$ cat src/verilog/lfbuf_settings.svh
/* line frame buffer sizing
   line and row widths, PSRAM burst chunk and latency code */
`ifndef LFBUF_SETTINGS_SVH
`define LFBUF_SETTINGS_SVH

// pixel index width, 512 pixels per line
`define LFBUF_HW 9

// line index width, 256 lines per bank
`define LFBUF_VW 8

// words per burst before chip select is released
`define LFBUF_CHUNK 128

// fixed latency code written to the bus configuration register
`define LFBUF_LATENCY 3

`endif
$ cat src/verilog/lfbuf_hblank_timer.sv
/* horizontal blank timer
   measures the blank in pixels and flags when a line write may still start */
`timescale 1ns/1ps
`include "lfbuf_settings.svh"

module lfbuf_hblank_timer (
    input  logic clk,
    input  logic rst,
    input  logic pxl_cen,
    input  logic lhbl,
    output logic wr_window,
    output logic blank_start
);

    // one bit wider than the pixel index, total line exceeds 512
    localparam int CW = `LFBUF_HW + 1;

    logic [CW-1:0] hcnt;                            // pixels since blank start
    logic [CW-1:0] hblen;                           // blank length
    logic [CW-1:0] hlim;                            // last allowed write start
    logic          lhbl_l;

    always_ff @(posedge clk or posedge rst) begin
        if (rst) begin
            hcnt   <= '0;
            hblen  <= '0;
            hlim   <= '0;                           // no window until first line seen
            lhbl_l <= 1'b0;
        end else if (pxl_cen) begin
            lhbl_l <= lhbl;
            hcnt   <= hcnt + 1'b1;
            if (lhbl_l && !lhbl) begin              // blank begins
                hcnt <= '0;
                hlim <= hcnt - hblen;               // line length minus blank
            end
            if (!lhbl_l && lhbl) begin              // blank ends
                hblen <= hcnt;
            end
        end
    end

    assign blank_start = pxl_cen && lhbl_l && !lhbl;   // single cycle
    assign wr_window   = lhbl && (hcnt < hlim);         // write ends before blank

endmodule

$ cat config.mk
export PLATFORM = sky130hd
export DESIGN_NAME = lfbuf_hblank_timer
export DESIGN_NICKNAME = d
export VERILOG_FILES = /design/src/verilog/lfbuf_hblank_timer.sv
export VERILOG_INCLUDE_DIRS = /design/src /design/src/verilog
export SDC_FILE = /design/constraint.sdc
export NUM_CORES = 1
export LEC_CHECK = 0
export ABC_AREA = 1
export ABC_CLOCK_PERIOD_IN_PS = 1800
export BUFFER_PORTS_ARGS = -buffer_cell sky130_fd_sc_hd__buf_2
export CAP_MARGIN = 30
export CORE_MARGIN = 1.5
export CORE_UTILIZATION = 62
export CTS_CLUSTER_SIZE = 10
export DETAILED_ROUTE_END_ITERATION = 8
export PLACE_DENSITY = 0.81
export SYNTH_ARGS = -nofsm -noshare
export SYNTH_HDL_FRONTEND = slang
export SYNTH_SLANG_ARGS = --single-unit
$ cat constraint.sdc
create_clock -name clk -period 1.8 [get_ports clk]
set_input_delay 0.09 -clock clk [delete_from_list [all_inputs] [get_ports clk]]
set_output_delay 0.09 -clock clk [all_outputs]
set_load 0.005 [all_outputs]
# ---- Yosys cells after proc, flatten, opt, wreduce, memory -nomap -nowiden
# Cells that the tools add are included.
dict set report totals {
  reg_bits 31
  in_bits 4
}
dict set report op_classes {
  n_addsub 2
  n_lt_le_gt_ge 1
  n_mux 1
  n_reduce_logical 9
}
# operator n
set op_table {}
lappend op_table {{10-bit by 1-bit adder with 10-bit output, second input constant} 1}
lappend op_table {{10-bit less-than comparator} 1}
lappend op_table {{10-bit 2-to-1 mux} 1}
lappend op_table {{10-bit subtractor} 1}
lappend op_table {{1-bit logical AND} 5}
lappend op_table {{2-bit AND reduction} 2}
lappend op_table {{1-bit zero test} 2}

# ---- Depth between registers and ports, before layout
dict set report depth {
  word_depth 3
  depth_mapped 11
  depth_no_buf 11
}

# ---- Worst setup path before layout
# Ideal clock, no wire load.
dict set report synth_path {
  path_type {flip-flop to flip-flop}
  from {register hcnt[0]}
  to {register hlim[4]}
  setup_ns 0.127
  arrival_time_ns 1.508
  required_ns 1.673
  slack_ns 0.165
  stages_incl_launch_ff 10
  path_buffers 0
  synth_period_minus_slack_ns 1.635
  cell_sequence {dfrtp_1 -> inv_1 -> ha_1 -> inv_1 -> fa_1 -> nand2_1 -> nand3_1 -> nand2_1 -> xor2_1 -> o21ai_0}
}
dict set report synth_via {
  elab_chain_cells 1
}
# item line
set synth_rtl {}
lappend synth_rtl {{from (decl)} lfbuf_hblank_timer.sv:18} ;# logic [CW-1:0] hcnt;
lappend synth_rtl {{from (signal assigned)} lfbuf_hblank_timer.sv:31} ;# hcnt <= hcnt + 1'b1;
lappend synth_rtl {{10-bit subtractor} lfbuf_hblank_timer.sv:34} ;# hlim <= hcnt - hblen;
lappend synth_rtl {{to (signal assigned)} lfbuf_hblank_timer.sv:34}
lappend synth_rtl {{to (decl)} lfbuf_hblank_timer.sv:20} ;# logic [CW-1:0] hlim;
# Every way passes these cells.
# A chain may end at the register's enable or synchronous reset.

# ---- Worst setup path after layout
# Ends and elaborated chain as after synthesis.

==> flow_metrics.tcl <==
set metrics [dict create \
    die_h_microns 60.30 \
    worst_pin_slew_ns 0.3999 \
    die_area_sq_mm 0.003636 \
    setup_viol 0 \
    grt_max_degree 32 \
    dpl.cell_count 321 \
    synth-compound-area-share_pct 11.12 \
    leakagePower_nw 1.259 \
    netlist_top_cells_count "nand2_1, inv_1, dfrtp_1, nand3_1, ha_1" \
    synth.distinct_cells 29 \
    powerDensity_mw_per_mm2 1252 \
    ys.flop_type "dfrtp_1" \
    drtPass1Iterations 4 \
    drtIter0Drc 158 \
    worstSetupPathType "register to register" \
    grt_pass1_vias 1640 \
    grt_pass1_wl_microns 7541 \
    gp_congestion 0.8784 \
    worstSetupEndpointType "register" \
    maxCapViolations 0 \
    synth_cells 267 \
    timing.fmax_ghz 0.5661 \
    fin_skew_ns 0.009993 \
    synth.avg_cell_area_sq_um 7.624 \
    critPathMaxFanout 3 \
    synth_nets 291 \
    min_period_ns 1.767 \
    dr_total_vias 1801 \
    hold_slack_ns -0.002989 \
    synth_edf_count 0 \
    arrival_ns 1.98 \
    postRouteAntennaNets 0 \
    fin_crit_sh_pct 98.15 \
    synthArstFlopShare_pct 100.0 \
    synth_top_area_cell "dfrtp_1" \
    via_per_inst 5.313 \
    cp-start-kind "register" \
    synth_top_family_by_area "simple AND/OR/NAND/NOR gates" \
    rsz0062_at_grt "yes" \
    grt_overflow 0 \
    sequential_cell_area_sq_um 779.5 \
    hp-class "input port to register" \
    placed_cell_area_sq_mm 0.002153 \
    yosys_warnings 0 \
    cp_slowest_cell "dfrtp_1" \
    die_x_microns 60.30 \
    drt-total-wl_microns 4842 \
    drc 0 \
    area_delta_synth_final_pct 19.79 \
    synth_fa_ha_area_share_pct 12.66 \
    ys_ff_latch 31 \
    vdd_drop_max_uv 682.8 \
    yosys.area_share.xor_xnor_pct 1.291 \
    slew_headroom_pct 73.34 \
    dp_hpwl_microns 3314 \
    synthMuxAreaShare_pct 0 \
    fillers 203 \
    io_pins 6 \
    wl_per_cell_microns 14.28 \
    status "finished with violations" \
    clock-sinks 31 \
    clockBufferDepth 2 \
    synth_area_sq_mm 0.002036 \
    violations "negative hold slack" \
    rows 20 \
    synth_top_area_share_pct 38.11 \
    critical_path_required_ns 2.02 \
    antenna_cells 0 \
    clock_latency_ns 0.34 \
    numCtsBuffers 5 \
    start_util_pct 66.14 \
    path_clk_slew_ns 0.09 \
    drive_gt1_share_pct 23.05 \
    synth_simple_gate_area_share_pct 25.81 \
    htreeDepth 2 \
    track_usage_pct 28.83 \
    max_stage_delay_ns 0.40 \
    final_cells 339 \
    slew_violations 0 \
    cts_root_buf "clkbuf_4" \
    cts_tree "yes" \
    total_power_mw 3.054 \
    nets 319 \
    ys_seq_area_share_pct 38.11 \
    port_buffers 5 \
    antenna_found_initial 0 \
    synth.most_common_cell "nand2_1" \
    synth_area_leaders "dfrtp_1, nand2_1, ha_1" \
    multiInputGateArea_sq_mm 0.001161 \
    hold_violations 1 \
    final_area_sq_mm 0.002439 \
    fp.coreArea_sq_mm 0.003078 \
    crit_chain "inv_1, ha_2, inv_1, fa_2, nand2_1, nand3_2, nand2_1, xor2_1, o21ai_0" \
]
[logic make-up (layout without fill, tap and decap cells)]
logic type | Yosys count | after routing
AND/OR/NAND/NOR | 117 | 117
buffers and inverters | 54 | 82
AO/OA/AOI/OAI | 42 | 42
flip-flops | 31 | 31
adder cells (fa/ha/maj) | 20 | 20
XOR/XNOR | 3 | 3
[report_power, final]
group | leakage (nW) | switching [mW] | internal [mW]
clock network | 0.0341 | 0.245 | 0.181
registers | 0.398 | 0.123 | 0.879
logic | 0.827 | 0.980 | 0.646
[timing repair]
action                                 4_1_cts  5_1_grt
cloned                                       0        0
pin swaps                                    1       11
endpoints found under the hold margin       31        0
setup endpoints to repair                    1        5
resized for setup                            4       30
buffers inserted                             1        9
hold buffers                                 1        0
[state kept, by name (all words and copies together), names as in the netlist]
register  cells
hlim         10
hcnt         10
lhbl_l        1
hblen        10
[per-layer routing]
| layer | wire length, microns | global-route usage [%] | vias up | share of wire, % |
|---|---|---|---|---|
| met5 | 0 | 0 | - | 0 |
| met4 | 62 | 11.11 | 0 | 1.3 |
| met3 | 295 | 6.061 | 8 | 6.1 |
| met2 | 2290 | 44.72 | 55 | 47 |
| met1 | 2193 | 39.51 | 837 | 45 |
| li1 | - | - | 901 | - |
[area by class of cell]
| type | count | share of cell area, % |
|---|---|---|
| flip-flops and latches | 31 | 31.97 |
| well taps | 44 | 2.258 |
| multi-input cells | 182 | 47.61 |
| clock buffers | 6 | 2.104 |
| repair buffers | 26 | 8.209 |
| clock inverters | 1 | 0.2052 |
| inverters | 49 | 7.645 |
[cell usage in the layout (no fill, tap or decap), types with 4 or more instances in the layout]
cell type and count:
buf_2 5, inv_2 4, nor2_4 4, inv_1 44, ha_2 4, nand2_1 64
dfrtp_1 28, clkbuf_4 5, o21ai_0 17, a21oi_1 12, buf_4 16, buf_6 4
nor2_1 16, ha_1 9, ha_4 6, nand3_1 20
[worst paths after layout]
path,from,to,slack [ns],cells after the start
max,hcnt[0],hlim[4],0.03,9
min,lhbl,lhbl_l,-0.003,3
min in group asynchronous,rst,hlim[6],0.37,4
max reg2reg,hcnt[0],hlim[4],0.03,9
max in group asynchronous,rst,hcnt[8],1.12,4
min reg2reg,hlim[3],hlim[3],0.50,2
[worst max-delay path: cells and delay by family, from the launching register on]
kind / cells / cell delay (ns)
adder cells (fa/ha/maj): 2 / 0.55
XOR/XNOR: 1 / 0.14
AO/OA/AOI/OAI: 1 / 0.08
flip-flops: 1 / 0.40
AND/OR/NAND/NOR: 3 / 0.31
buffers and inverters: 2 / 0.16
[metrics by stage]
step	setup TNS (ns)	util [%]	hold WS, ns	setup slack, ns
global route	-0.2424	79.23	0.02300	-0.07377
CTS	0	72.89	0.004399	0.004224
global placement	0	69.96	0.1905	0.1384
detailed placement	0	69.96	0.1992	0.07018
finish	0	79.23	-0.002989	0.03338
floorplan	0	-	0.1935	0.1650
(Power assumes the default switching activity.)
