[src/verilog/lfbuf_settings.svh]
/* line frame buffer sizing
   line and row widths, PSRAM burst chunk and latency code */
`ifndef LFBUF_SETTINGS_SVH
`define LFBUF_SETTINGS_SVH

// pixel index width, 512 pixels per line
`define LFBUF_HW 9

// line index width, 256 lines per bank
`define LFBUF_VW 8

// words per burst before chip select is released
`define LFBUF_CHUNK 128

// fixed latency code written to the bus configuration register
`define LFBUF_LATENCY 3

`endif
[src/verilog/lfbuf_psram_pkg.sv]
/* PSRAM-side types for the line frame buffer
   bus structs, controller states, bus configuration word */
`include "lfbuf_settings.svh"

package lfbuf_psram_pkg;

    // controller to PSRAM, adq pad split into out/oe
    typedef struct packed {
        logic [5:0]  addr_hi;                       // address bits 21:16
        logic [15:0] adq;                           // muxed address / write data
        logic        adq_oe;                        // drive adq onto the pad
        logic        advn;                          // address valid, low
        logic        cen;                           // chip enable, low
        logic        oen;                           // output enable, low
        logic        wen;                           // write enable, low
        logic        cre;                           // config register access
    } psram_out_t;

    // PSRAM to controller
    typedef struct packed {
        logic [15:0] adq;                           // read data
        logic        wait_n;                        // 1 once the burst may move
    } psram_in_t;

    typedef enum logic [3:0] {
        ST_CFG, ST_CFG_WAIT, ST_DUMMY_RD, ST_DUMMY_WAIT, ST_IDLE,
        ST_WR_START, ST_WR_WAIT, ST_WR_BURST, ST_WR_BREAK,
        ST_RD_START, ST_RD_WAIT, ST_RD_BURST, ST_RD_BREAK
    } ctrl_state_t;

    localparam logic [1:0] BCR_SEL = 2'd2;          // bus configuration register

    localparam logic [21:0] BCR_WORD = {
        2'd0,                                       // reserved
        BCR_SEL,
        2'd0,                                       // reserved
        1'b0,                                       // synchronous burst
        1'b1,                                       // fixed latency
        3'(`LFBUF_LATENCY),
        1'b1,                                       // wait active high
        1'b0,                                       // reserved
        1'b1,                                       // wait one cycle ahead of data
        2'd0,                                       // reserved
        2'd1,                                       // drive strength
        1'b1,                                       // no wrap
        3'd7                                        // continuous burst
    };

endpackage

[src/verilog/lfbuf_video_pkg.sv]
/* video-side types for the line frame buffer
   pixels, pixel and line indices, line RAM write port */
`include "lfbuf_settings.svh"

package lfbuf_video_pkg;

    typedef logic [15:0] pixel_t;                  // one 16-bit pixel

    typedef logic [`LFBUF_HW-1:0] pix_idx_t;        // column within a line

    typedef logic [`LFBUF_VW-1:0] line_idx_t;       // scanline number

    // write port of a line RAM
    typedef struct packed {
        pix_idx_t addr;                             // pixel position
        pixel_t   data;                             // pixel value
        logic     we;                               // write strobe
    } line_wr_t;

endpackage

[src/verilog/lfbuf_psram_ctrl.sv]
/* PSRAM line transfer controller
   configures the device, bursts rendered lines out, reads display lines back
   and clears the render buffer after each write */
`timescale 1ns/1ps
`include "lfbuf_settings.svh"

module lfbuf_psram_ctrl (
    input  logic                         clk,
    input  logic                         rst,
    input  logic                         frame,
    input  logic                         ln_done,
    input  logic                         lhbl,
    input  lfbuf_video_pkg::line_idx_t   ln_v,
    input  lfbuf_video_pkg::line_idx_t   vrender,
    input  logic                         wr_window,
    input  logic                         blank_start,
    output lfbuf_video_pkg::pix_idx_t    fb_addr,
    input  lfbuf_video_pkg::pixel_t      fb_din,
    output lfbuf_video_pkg::line_wr_t    clr_wr,
    output lfbuf_video_pkg::line_wr_t    scan_wr,
    output logic                         fb_done,
    output logic                         line,
    output logic                         scan_busy,
    output lfbuf_psram_pkg::psram_out_t  psram_out,
    input  lfbuf_psram_pkg::psram_in_t   psram_in
);

    localparam int CW  = $clog2(`LFBUF_CHUNK);              // chunk counter bits
    localparam int PAD = 22 - 1 - `LFBUF_VW - `LFBUF_HW;    // gap between row and column

    lfbuf_psram_pkg::ctrl_state_t st;

    logic [21:0]                addr_r;             // full word address
    lfbuf_video_pkg::pix_idx_t  col;                // burst word counter
    lfbuf_video_pkg::line_idx_t wr_line;            // line awaiting write
    logic                       cen_r, advn_r, oen_r, wen_r, cre_r;
    logic                       fb_clr;             // background clear running
    logic                       do_wr, do_rd;       // pending requests
    logic                       ln_done_l;
    logic                       chunk_end, line_end;

    assign chunk_end = &col[CW-1:0];
    assign line_end  = &col;

    // bus outputs, adq carries the address on advn low and render data after
    always_comb begin
        psram_out.addr_hi = addr_r[21:16];
        psram_out.adq     = advn_r ? fb_din : addr_r[15:0];
        psram_out.adq_oe  = !cen_r && (!advn_r || !wen_r);
        psram_out.advn    = advn_r;
        psram_out.cen     = cen_r;
        psram_out.oen     = oen_r;
        psram_out.wen     = wen_r;
        psram_out.cre     = cre_r;
    end

    // clear port shares fb_addr, never active with a line write
    always_comb begin
        clr_wr.addr = fb_addr;
        clr_wr.data = '0;
        clr_wr.we   = fb_clr;
    end

    // read data lands in the scan RAM as it arrives
    always_comb begin
        scan_wr.addr = col;
        scan_wr.data = psram_in.adq;
        scan_wr.we   = (st == lfbuf_psram_pkg::ST_RD_BURST);
    end

    // line number captured with the request
    always_ff @(posedge clk) begin
        if (ln_done && !ln_done_l) begin
            wr_line <= ln_v;
        end
    end

    always_ff @(posedge clk or posedge rst) begin
        if (rst) begin
            st        <= lfbuf_psram_pkg::ST_CFG;
            addr_r    <= '0;
            col       <= '0;
            cen_r     <= 1'b1;
            advn_r    <= 1'b1;
            oen_r     <= 1'b1;
            wen_r     <= 1'b1;
            cre_r     <= 1'b0;
            fb_addr   <= '0;
            fb_clr    <= 1'b0;
            fb_done   <= 1'b0;
            line      <= 1'b0;
            scan_busy <= 1'b0;
            do_wr     <= 1'b0;
            do_rd     <= 1'b0;
            ln_done_l <= 1'b0;
        end else begin
            fb_done   <= 1'b0;
            ln_done_l <= ln_done;
            if (blank_start) do_rd <= 1'b1;
            if (fb_clr) begin                       // one address per cycle
                fb_addr <= fb_addr + 1'b1;
                if (&fb_addr) fb_clr <= 1'b0;
            end
            case (st)
                lfbuf_psram_pkg::ST_CFG: begin
                    addr_r <= lfbuf_psram_pkg::BCR_WORD;
                    cen_r  <= 1'b0;
                    advn_r <= 1'b0;
                    cre_r  <= 1'b1;                 // register access
                    wen_r  <= 1'b0;
                    st     <= lfbuf_psram_pkg::ST_CFG_WAIT;
                end
                lfbuf_psram_pkg::ST_CFG_WAIT: begin
                    advn_r <= 1'b1;
                    cre_r  <= 1'b0;
                    wen_r  <= 1'b1;
                    if (psram_in.wait_n) begin
                        cen_r <= 1'b1;
                        st    <= lfbuf_psram_pkg::ST_DUMMY_RD;
                    end
                end
                lfbuf_psram_pkg::ST_DUMMY_RD: begin  // settles the new config
                    addr_r <= '0;
                    cen_r  <= 1'b0;
                    advn_r <= 1'b0;
                    st     <= lfbuf_psram_pkg::ST_DUMMY_WAIT;
                end
                lfbuf_psram_pkg::ST_DUMMY_WAIT: begin
                    advn_r <= 1'b1;
                    oen_r  <= 1'b0;
                    if (psram_in.wait_n) begin
                        oen_r <= 1'b1;
                        cen_r <= 1'b1;
                        st    <= lfbuf_psram_pkg::ST_IDLE;
                    end
                end
                lfbuf_psram_pkg::ST_IDLE: begin
                    if (do_rd) begin                // display line has priority
                        do_rd     <= 1'b0;
                        addr_r    <= {frame, vrender, {PAD{1'b0}}, {`LFBUF_HW{1'b0}}};
                        col       <= '0;
                        scan_busy <= 1'b1;
                        st        <= lfbuf_psram_pkg::ST_RD_START;
                    end else if (do_wr && !fb_clr && lhbl && wr_window) begin
                        addr_r  <= {!frame, wr_line, {PAD{1'b0}}, {`LFBUF_HW{1'b0}}};
                        col     <= '0;
                        fb_addr <= '0;
                        st      <= lfbuf_psram_pkg::ST_WR_START;
                    end
                end
                lfbuf_psram_pkg::ST_WR_START: begin
                    cen_r  <= 1'b0;
                    advn_r <= 1'b0;
                    wen_r  <= 1'b0;                 // write burst
                    st     <= lfbuf_psram_pkg::ST_WR_WAIT;
                end
                lfbuf_psram_pkg::ST_WR_WAIT: begin
                    advn_r <= 1'b1;
                    if (psram_in.wait_n) begin
                        fb_addr <= fb_addr + 1'b1;  // RAM runs one word ahead
                        st      <= lfbuf_psram_pkg::ST_WR_BURST;
                    end
                end
                lfbuf_psram_pkg::ST_WR_BURST: begin
                    col <= col + 1'b1;
                    if (!chunk_end) begin
                        fb_addr <= fb_addr + 1'b1;
                    end else begin
                        cen_r <= 1'b1;
                        wen_r <= 1'b1;
                        if (line_end) begin         // fb_addr has wrapped to 0
                            fb_clr  <= 1'b1;
                            fb_done <= 1'b1;
                            line    <= !line;
                            do_wr   <= 1'b0;
                            st      <= lfbuf_psram_pkg::ST_IDLE;
                        end else begin
                            st <= lfbuf_psram_pkg::ST_WR_BREAK;
                        end
                    end
                end
                lfbuf_psram_pkg::ST_WR_BREAK, lfbuf_psram_pkg::ST_RD_BREAK: begin
                    addr_r[`LFBUF_HW-1:0] <= col;   // next chunk column
                    st <= (st == lfbuf_psram_pkg::ST_WR_BREAK) ?
                          lfbuf_psram_pkg::ST_WR_START : lfbuf_psram_pkg::ST_RD_START;
                end
                lfbuf_psram_pkg::ST_RD_START: begin
                    cen_r  <= 1'b0;
                    advn_r <= 1'b0;
                    wen_r  <= 1'b1;                 // read burst
                    st     <= lfbuf_psram_pkg::ST_RD_WAIT;
                end
                lfbuf_psram_pkg::ST_RD_WAIT: begin
                    advn_r <= 1'b1;
                    oen_r  <= 1'b0;
                    if (psram_in.wait_n) st <= lfbuf_psram_pkg::ST_RD_BURST;
                end
                lfbuf_psram_pkg::ST_RD_BURST: begin
                    col <= col + 1'b1;
                    if (chunk_end) begin
                        cen_r <= 1'b1;
                        oen_r <= 1'b1;
                        if (line_end) begin
                            scan_busy <= 1'b0;
                            st        <= lfbuf_psram_pkg::ST_IDLE;
                        end else begin
                            st <= lfbuf_psram_pkg::ST_RD_BREAK;
                        end
                    end
                end
                default: st <= lfbuf_psram_pkg::ST_IDLE;
            endcase
            if (ln_done && !ln_done_l) do_wr <= 1'b1;   // new request wins
        end
    end

endmodule

[config.mk]
export PLATFORM = sky130hd
export DESIGN_NAME = lfbuf_psram_ctrl
export DESIGN_NICKNAME = d
export VERILOG_FILES = /design/src/verilog/lfbuf_psram_pkg.sv /design/src/verilog/lfbuf_video_pkg.sv /design/src/verilog/lfbuf_psram_ctrl.sv
export VERILOG_INCLUDE_DIRS = /design/src /design/src/verilog
export SDC_FILE = /design/constraint.sdc
export NUM_CORES = 1
export LEC_CHECK = 0
export BUFFER_PORTS_ARGS = -buffer_cell sky130_fd_sc_hd__buf_2
export CORE_UTILIZATION = 25
export CTS_CLUSTER_SIZE = 20
export DETAILED_ROUTE_END_ITERATION = 12
export REMOVE_ABC_BUFFERS = 1
export SLEW_MARGIN = 20
export SYNTH_ARGS = -nofsm -noshare
export SYNTH_HDL_FRONTEND = slang
export SYNTH_SLANG_ARGS = --single-unit
[constraint.sdc]
create_clock -name clk -period 2.6 [get_ports clk]
set_input_delay 0.52 -clock clk [delete_from_list [all_inputs] [get_ports clk]]
set_output_delay 0.52 -clock clk [all_outputs]
set_load 0.01 [all_outputs]
After elaboration in Yosys (flattened, before gate mapping)
Index checks and enable logic that the tools add are counted.
{ "word_totals": {"reg_bits": 64, "in_bits": 56, "latch_bits": 0, "word_cells": 140, "rom_bits": 0, "memories": 0, "out_inout_bits": 92, "ram_bits": 0} }
{ "op_classes": {"eq_ne": 23, "n_mux": 51, "n_lt_le_gt_ge": 0, "reduce_logical": 46, "bitwise_logic": 0, "multipliers": 0, "add_sub_neg": 2, "shift": 0, "n_div": 0} }
{ "ops": {"columns": ["cell", "n"], "rows": [
  ["two-way mux 9 bit", 7],
  ["one-hot mux 4 bit (12 select lines)", 1],
  ["two-way mux 22 bit", 2],
  ["two-way mux 4 bit", 11],
  ["one-hot mux 13 bit (3 select lines)", 1],
  ["one-hot mux 9 bit (4 select lines)", 1],
  ["one-hot mux 9 bit (3 select lines)", 1],
  ["equality test 4 bit, second input constant", 5],
  ["two-way mux 1 bit", 19],
  ["adder 9 x 1 -> 9 bit, second input constant", 2],
  ["one-hot mux 9 bit (2 select lines)", 1],
  ["AND reduction 9 bit", 2],
  ["equality test 4 x 3 -> 1 bit, second input constant", 4],
  ["two-way mux 16 bit", 1],
  ["AND reduction 7 bit", 2],
  ["nonzero test 2 bit", 7],
  ["inequality test 2 bit, second input constant", 6],
  ["nonzero test 3 bit", 4],
  ["AND reduction 10 bit", 1],
  ["AND reduction 2 bit", 5],
  ["OR reduction 2 bit", 5],
  ["one-hot mux 1 bit (3 select lines)", 3],
  ["equality test 4 x 2 -> 1 bit, second input constant", 2],
  ["inequality test 2 x 1 -> 1 bit, second input constant", 4],
  ["11 further kinds", 25]
]} }

Depth between registers and ports, before layout
{ "logic_depth": {"ltp_word": 7, "depth_mapped": 9, "depth_no_buf": 9} }

Worst setup path after synthesis
Ideal clock, no wire load.
{ "synth_path": {"path_kind": "flip-flop to flip-flop", "startpoint": "reg col[0]", "endpoint": "reg st[2]", "required_ps": 2475, "setup_time_ps": 125, "stages_incl_launch_ff": 7, "synth_period_minus_slack_ps": 1887, "n_path_buf": 0, "path_slack_ps": 713, "arrival_ps": 1762, "cell_sequence": "dfrtp_1 ha_1 nand4_2 or2_2 a21oi_4 nand2b_4 mux2_4"} }
{ "synth_between": {"elab_chain_cells": 4, "elab_cells_between_ends": 8, "cone_classes": "eq/ne: 2; mux: 3; reduce/logical: 3"} }
{ "synth_rtl": {"columns": ["element", "line", "source"], "rows": [
  ["start, declared", "lfbuf_psram_ctrl.sv:34", "lfbuf_video_pkg::pix_idx_t col;"],
  ["start signal, assigned", "lfbuf_psram_ctrl.sv:165", "col <= col + 1'b1;"],
  ["start signal, assigned", "lfbuf_psram_ctrl.sv:199", "col <= col + 1'b1;"],
  ["AND reduction 9 bit", "lfbuf_psram_ctrl.sv:43", "assign line_end = &col;"],
  ["two-way mux 4 bit", "lfbuf_psram_ctrl.sv:171", "if (line_end) begin"],
  ["two-way mux 4 bit", "lfbuf_psram_ctrl.sv:166", "if (!chunk_end) begin"],
  ["one-hot mux 4 bit (12 select lines)", "lfbuf_psram_ctrl.sv:104", "case (st)"],
  ["end signal, assigned", "lfbuf_psram_ctrl.sv:111", "st <= lfbuf_psram_pkg::ST_CFG_WAIT;"],
  ["end signal, assigned", "lfbuf_psram_ctrl.sv:176", "st <= lfbuf_psram_pkg::ST_IDLE;"],
  ["end signal, assigned", "lfbuf_psram_ctrl.sv:178", "st <= lfbuf_psram_pkg::ST_WR_BREAK;"],
  ["end, declared", "lfbuf_psram_ctrl.sv:31", "lfbuf_psram_pkg::ctrl_state_t st;"]
]} }
Parallel ways exist; a longest one is shown, timed or not. The select of a mux whose other input is x is not followed.
A chain may end at the register's enable or synchronous reset.

==> results.tsv <==
metric	value	unit
outcome	completed	
synth-compound-area-share	18.4	%
synthAdderAreaFrac	1.69	%
buffers_plus_inverters_on_the_worst_setup_path	1	
clock_net_sink_count	61	
cp_slowest_cell	sky130_fd_sc_hd__dfrtp_1	
max_fo_critical_path	19	
commonest_non_fill_non_tap_cell_in_the_layout	sky130_fd_sc_hd__buf_2	
synthesis.instances	378	
cts.reportedPaths.clkPinSlew	0.05	ns
yosys_register_bits	61	
synth_area_per_cell	9.80	sq um
final_max_slew_viols	0	
pin_count_of_the_biggest_net_entering_global_routing	54	
drive_above_1_share	35.0	%
floorplan.die.width	124	um
num_io_pins	148	
finish.net_count	499	
static-leakage-power	2.09	nW
die_area	0.0153	sq mm
worstSetupPathType	reg -> out	
wl	9310	um
cts_inserted_buffers	9	
max-slew-margin-rel	46.3	%
detail_route.first_pass.iterations	4	
cp_cell_sequence	nor2b_1, and3_1, buf_2	
multiInputGateArea	0.00168	sq mm
cts_htree_levels	3	
floorplan.die.height	124	um
worst_setup_path_start_kind	flip-flop	
synthToLayoutAreaGrowth	19.4	%
seq_area	0.00157	sq mm
cts.hold.buffers_added	0	
critPathTopFamily	flip-flops	
wire_length_of_the_first_global_routing_pass	14200	um
post-synth-top-area-fraction	33.1	%
setup_total_negative_slack	0	ns
grt_setup_unrepaired	no	
via_count	2960	
hp-class	in -> async	
post_route_cell_area	0.00442	sq mm
worst_setup_slack_after_placement	0.529	ns
overflow	0	
finalSetupViolations	0	
placementRows	44	
drt-vias-per-instance	4.72	
antenna_cells_inserted	0	
globalRouteTotalUtil	12.4	%
first_global_vias	2672	
clk-insertion-delay-late	0.34	ns
synthArstFlopShare	86.9	%
gp_routability_congestion	0.912	
worst_hold_slack	0.231	ns
synth_xor_area_share	0.946	%
fillers	1515	
crit_path_end_kind	output pin	
cts_setup_buffers	0	
drc	0	
starting_density_of_the_core	25.6	%
drt-wirelength-per-cell	14.8	um
dp_hpwl	6920	um
worst-endpoint-arrival	1.81	ns
synthFlopType	sky130_fd_sc_hd__dfrtp_1	
cap_violations	0	
port_buffers	99	
core_area	0.0145	sq mm
cp.required	2.08	ns
clock.fmax	0.429	GHz
seq_area_frac_synth	42.4	%
post_cts_resize_count	0	
period_share	89.8	%
synth_top_family_by_area	compound AO/OA/AOI/OAI gates	
placement.cell_area	0.00406	sq mm
tritoncts_clock_tree	done	
most-common-layout-cells	sky130_fd_sc_hd__buf_2, sky130_fd_sc_hd__dfrtp_1, sky130_fd_sc_hd__nand2_1	
synth_simple_gate_area_share	15.3	%
synthesis.yosys.warnings	0	
synth.mux.area_fraction	7.30	%
drt.antenna.violating_nets	0	
power.density_cell_area	1230	mW/mm^2
max-vdd-ir-drop	0.473	mV
max-clock-path-buffers	2	
detail_route.iter0.violations	255	
synth_cell_type_count	64	
worstMarginPinSlew	0.804	ns
design_power_total	5.42	mW
yosys-top-cells-area	sky130_fd_sc_hd__dfrtp_1, sky130_fd_sc_hd__buf_4, sky130_fd_sc_hd__edfxtp_1, sky130_fd_sc_hd__nand2_1, sky130_fd_sc_hd__mux2_2	
hold_viol	0	
synth_top_area_cell	sky130_fd_sc_hd__dfrtp_1	
post_synth_instance_area	0.00370	sq mm
min_period	2.33	ns
critical-path-max-stage-delay	0.72	ns
grt_antenna_before_repair	0	
fin_skew	0.0109	ns
synth_enable_flop_cells	8	
cts.root.buffer_cell	sky130_fd_sc_hd__clkbuf_16	
post-route-worst-setup-slack	0.266	ns
## report_power, final
part	leakage (nW)	switching (mW)	internal, mW
logic	1.19	1.18	1.02
clock network	0.176	0.416	1.01
registers	0.731	0.504	1.28
## worst paths after layout
path	cells after the start	endpoint	slack, ns	startpoint
worst max-delay path	3	scan_wr[0]	0.27	st[1]
worst min-delay path	3	fb_addr[3]	0.23	rst
worst max register to register	9	st[3]	0.50	col[0]
worst min register to register	1	line	0.46	line
max in group asynchronous	3	wen_r	2.08	rst
min in group clk	1	ln_done_l	0.30	ln_done
## worst reg2reg max path, stage by stage, from the launching register on
cell and delay [ns]:
sky130_fd_sc_hd__dfrtp_1 0.45, sky130_fd_sc_hd__ha_1 0.29, sky130_fd_sc_hd__nand4_2 0.18, sky130_fd_sc_hd__nor2_1 0.17
sky130_fd_sc_hd__and2_1 0.17, sky130_fd_sc_hd__ha_1 0.23, sky130_fd_sc_hd__a21oi_1 0.09, sky130_fd_sc_hd__mux2i_1 0.18
sky130_fd_sc_hd__nand3b_1 0.09, sky130_fd_sc_hd__o2bb2ai_1 0.12
## stage by stage
stage,std cells,util (%)
finish,627,30.5
global route,627,30.5
CTS,627,30.5
detailed placement,611,28.0
global placement,611,28.0
floorplan,321,-
## cell families (layout without fill, tap and decap cells)
kind of cell | count (synthesis) | after routing
buf+inv | 78 | 128
mux | 25 | 25
fa+ha+maj | 5 | 5
flops | 61 | 61
simple gates | 107 | 107
xor+xnor | 4 | 4
other cells | 1 | 16
compound gates | 97 | 97
## flip-flops by register name, summed over array words and instances, names as in the netlist, 4 cells and up
signal,count
addr_r,19
col,9
fb_addr,9
st,4
wr_line,8
## synthesized netlist by cell type, types with 8 or more instances
| library cell | count |
|---|---|
| sky130_fd_sc_hd__nand3_1 | 13 |
| sky130_fd_sc_hd__dfrtp_1 | 49 |
| sky130_fd_sc_hd__clkbuf_1 | 11 |
| sky130_fd_sc_hd__edfxtp_1 | 8 |
| sky130_fd_sc_hd__a21oi_1 | 20 |
| sky130_fd_sc_hd__mux2i_1 | 12 |
| sky130_fd_sc_hd__nand2_1 | 38 |
| sky130_fd_sc_hd__mux2_2 | 12 |
| sky130_fd_sc_hd__buf_4 | 53 |
| sky130_fd_sc_hd__o21ai_0 | 19 |
| sky130_fd_sc_hd__o2bb2ai_1 | 9 |
| sky130_fd_sc_hd__nor2_1 | 17 |
## layout make-up
type	count	area share [%]
Timing Repair Buffer	106	12.7
Clock inverter	3	2.04
Sequential cell	61	35.6
Clock buffer	13	6.11
Multi-Input combinational cell	254	37.9
Tap cell	184	5.21
Inverter	6	0.509
## routing by layer
metal / vias up / GRT usage [%] / share of wire [%]
met4: 0 / 5.95 / 0.82
li1: 1408 / - / -
met5: - / 0 / 0
met1: 1414 / 16.7 / 46
met3: 8 / 4.12 / 8.0
met2: 130 / 17.5 / 45
(Power assumes the default switching activity.)
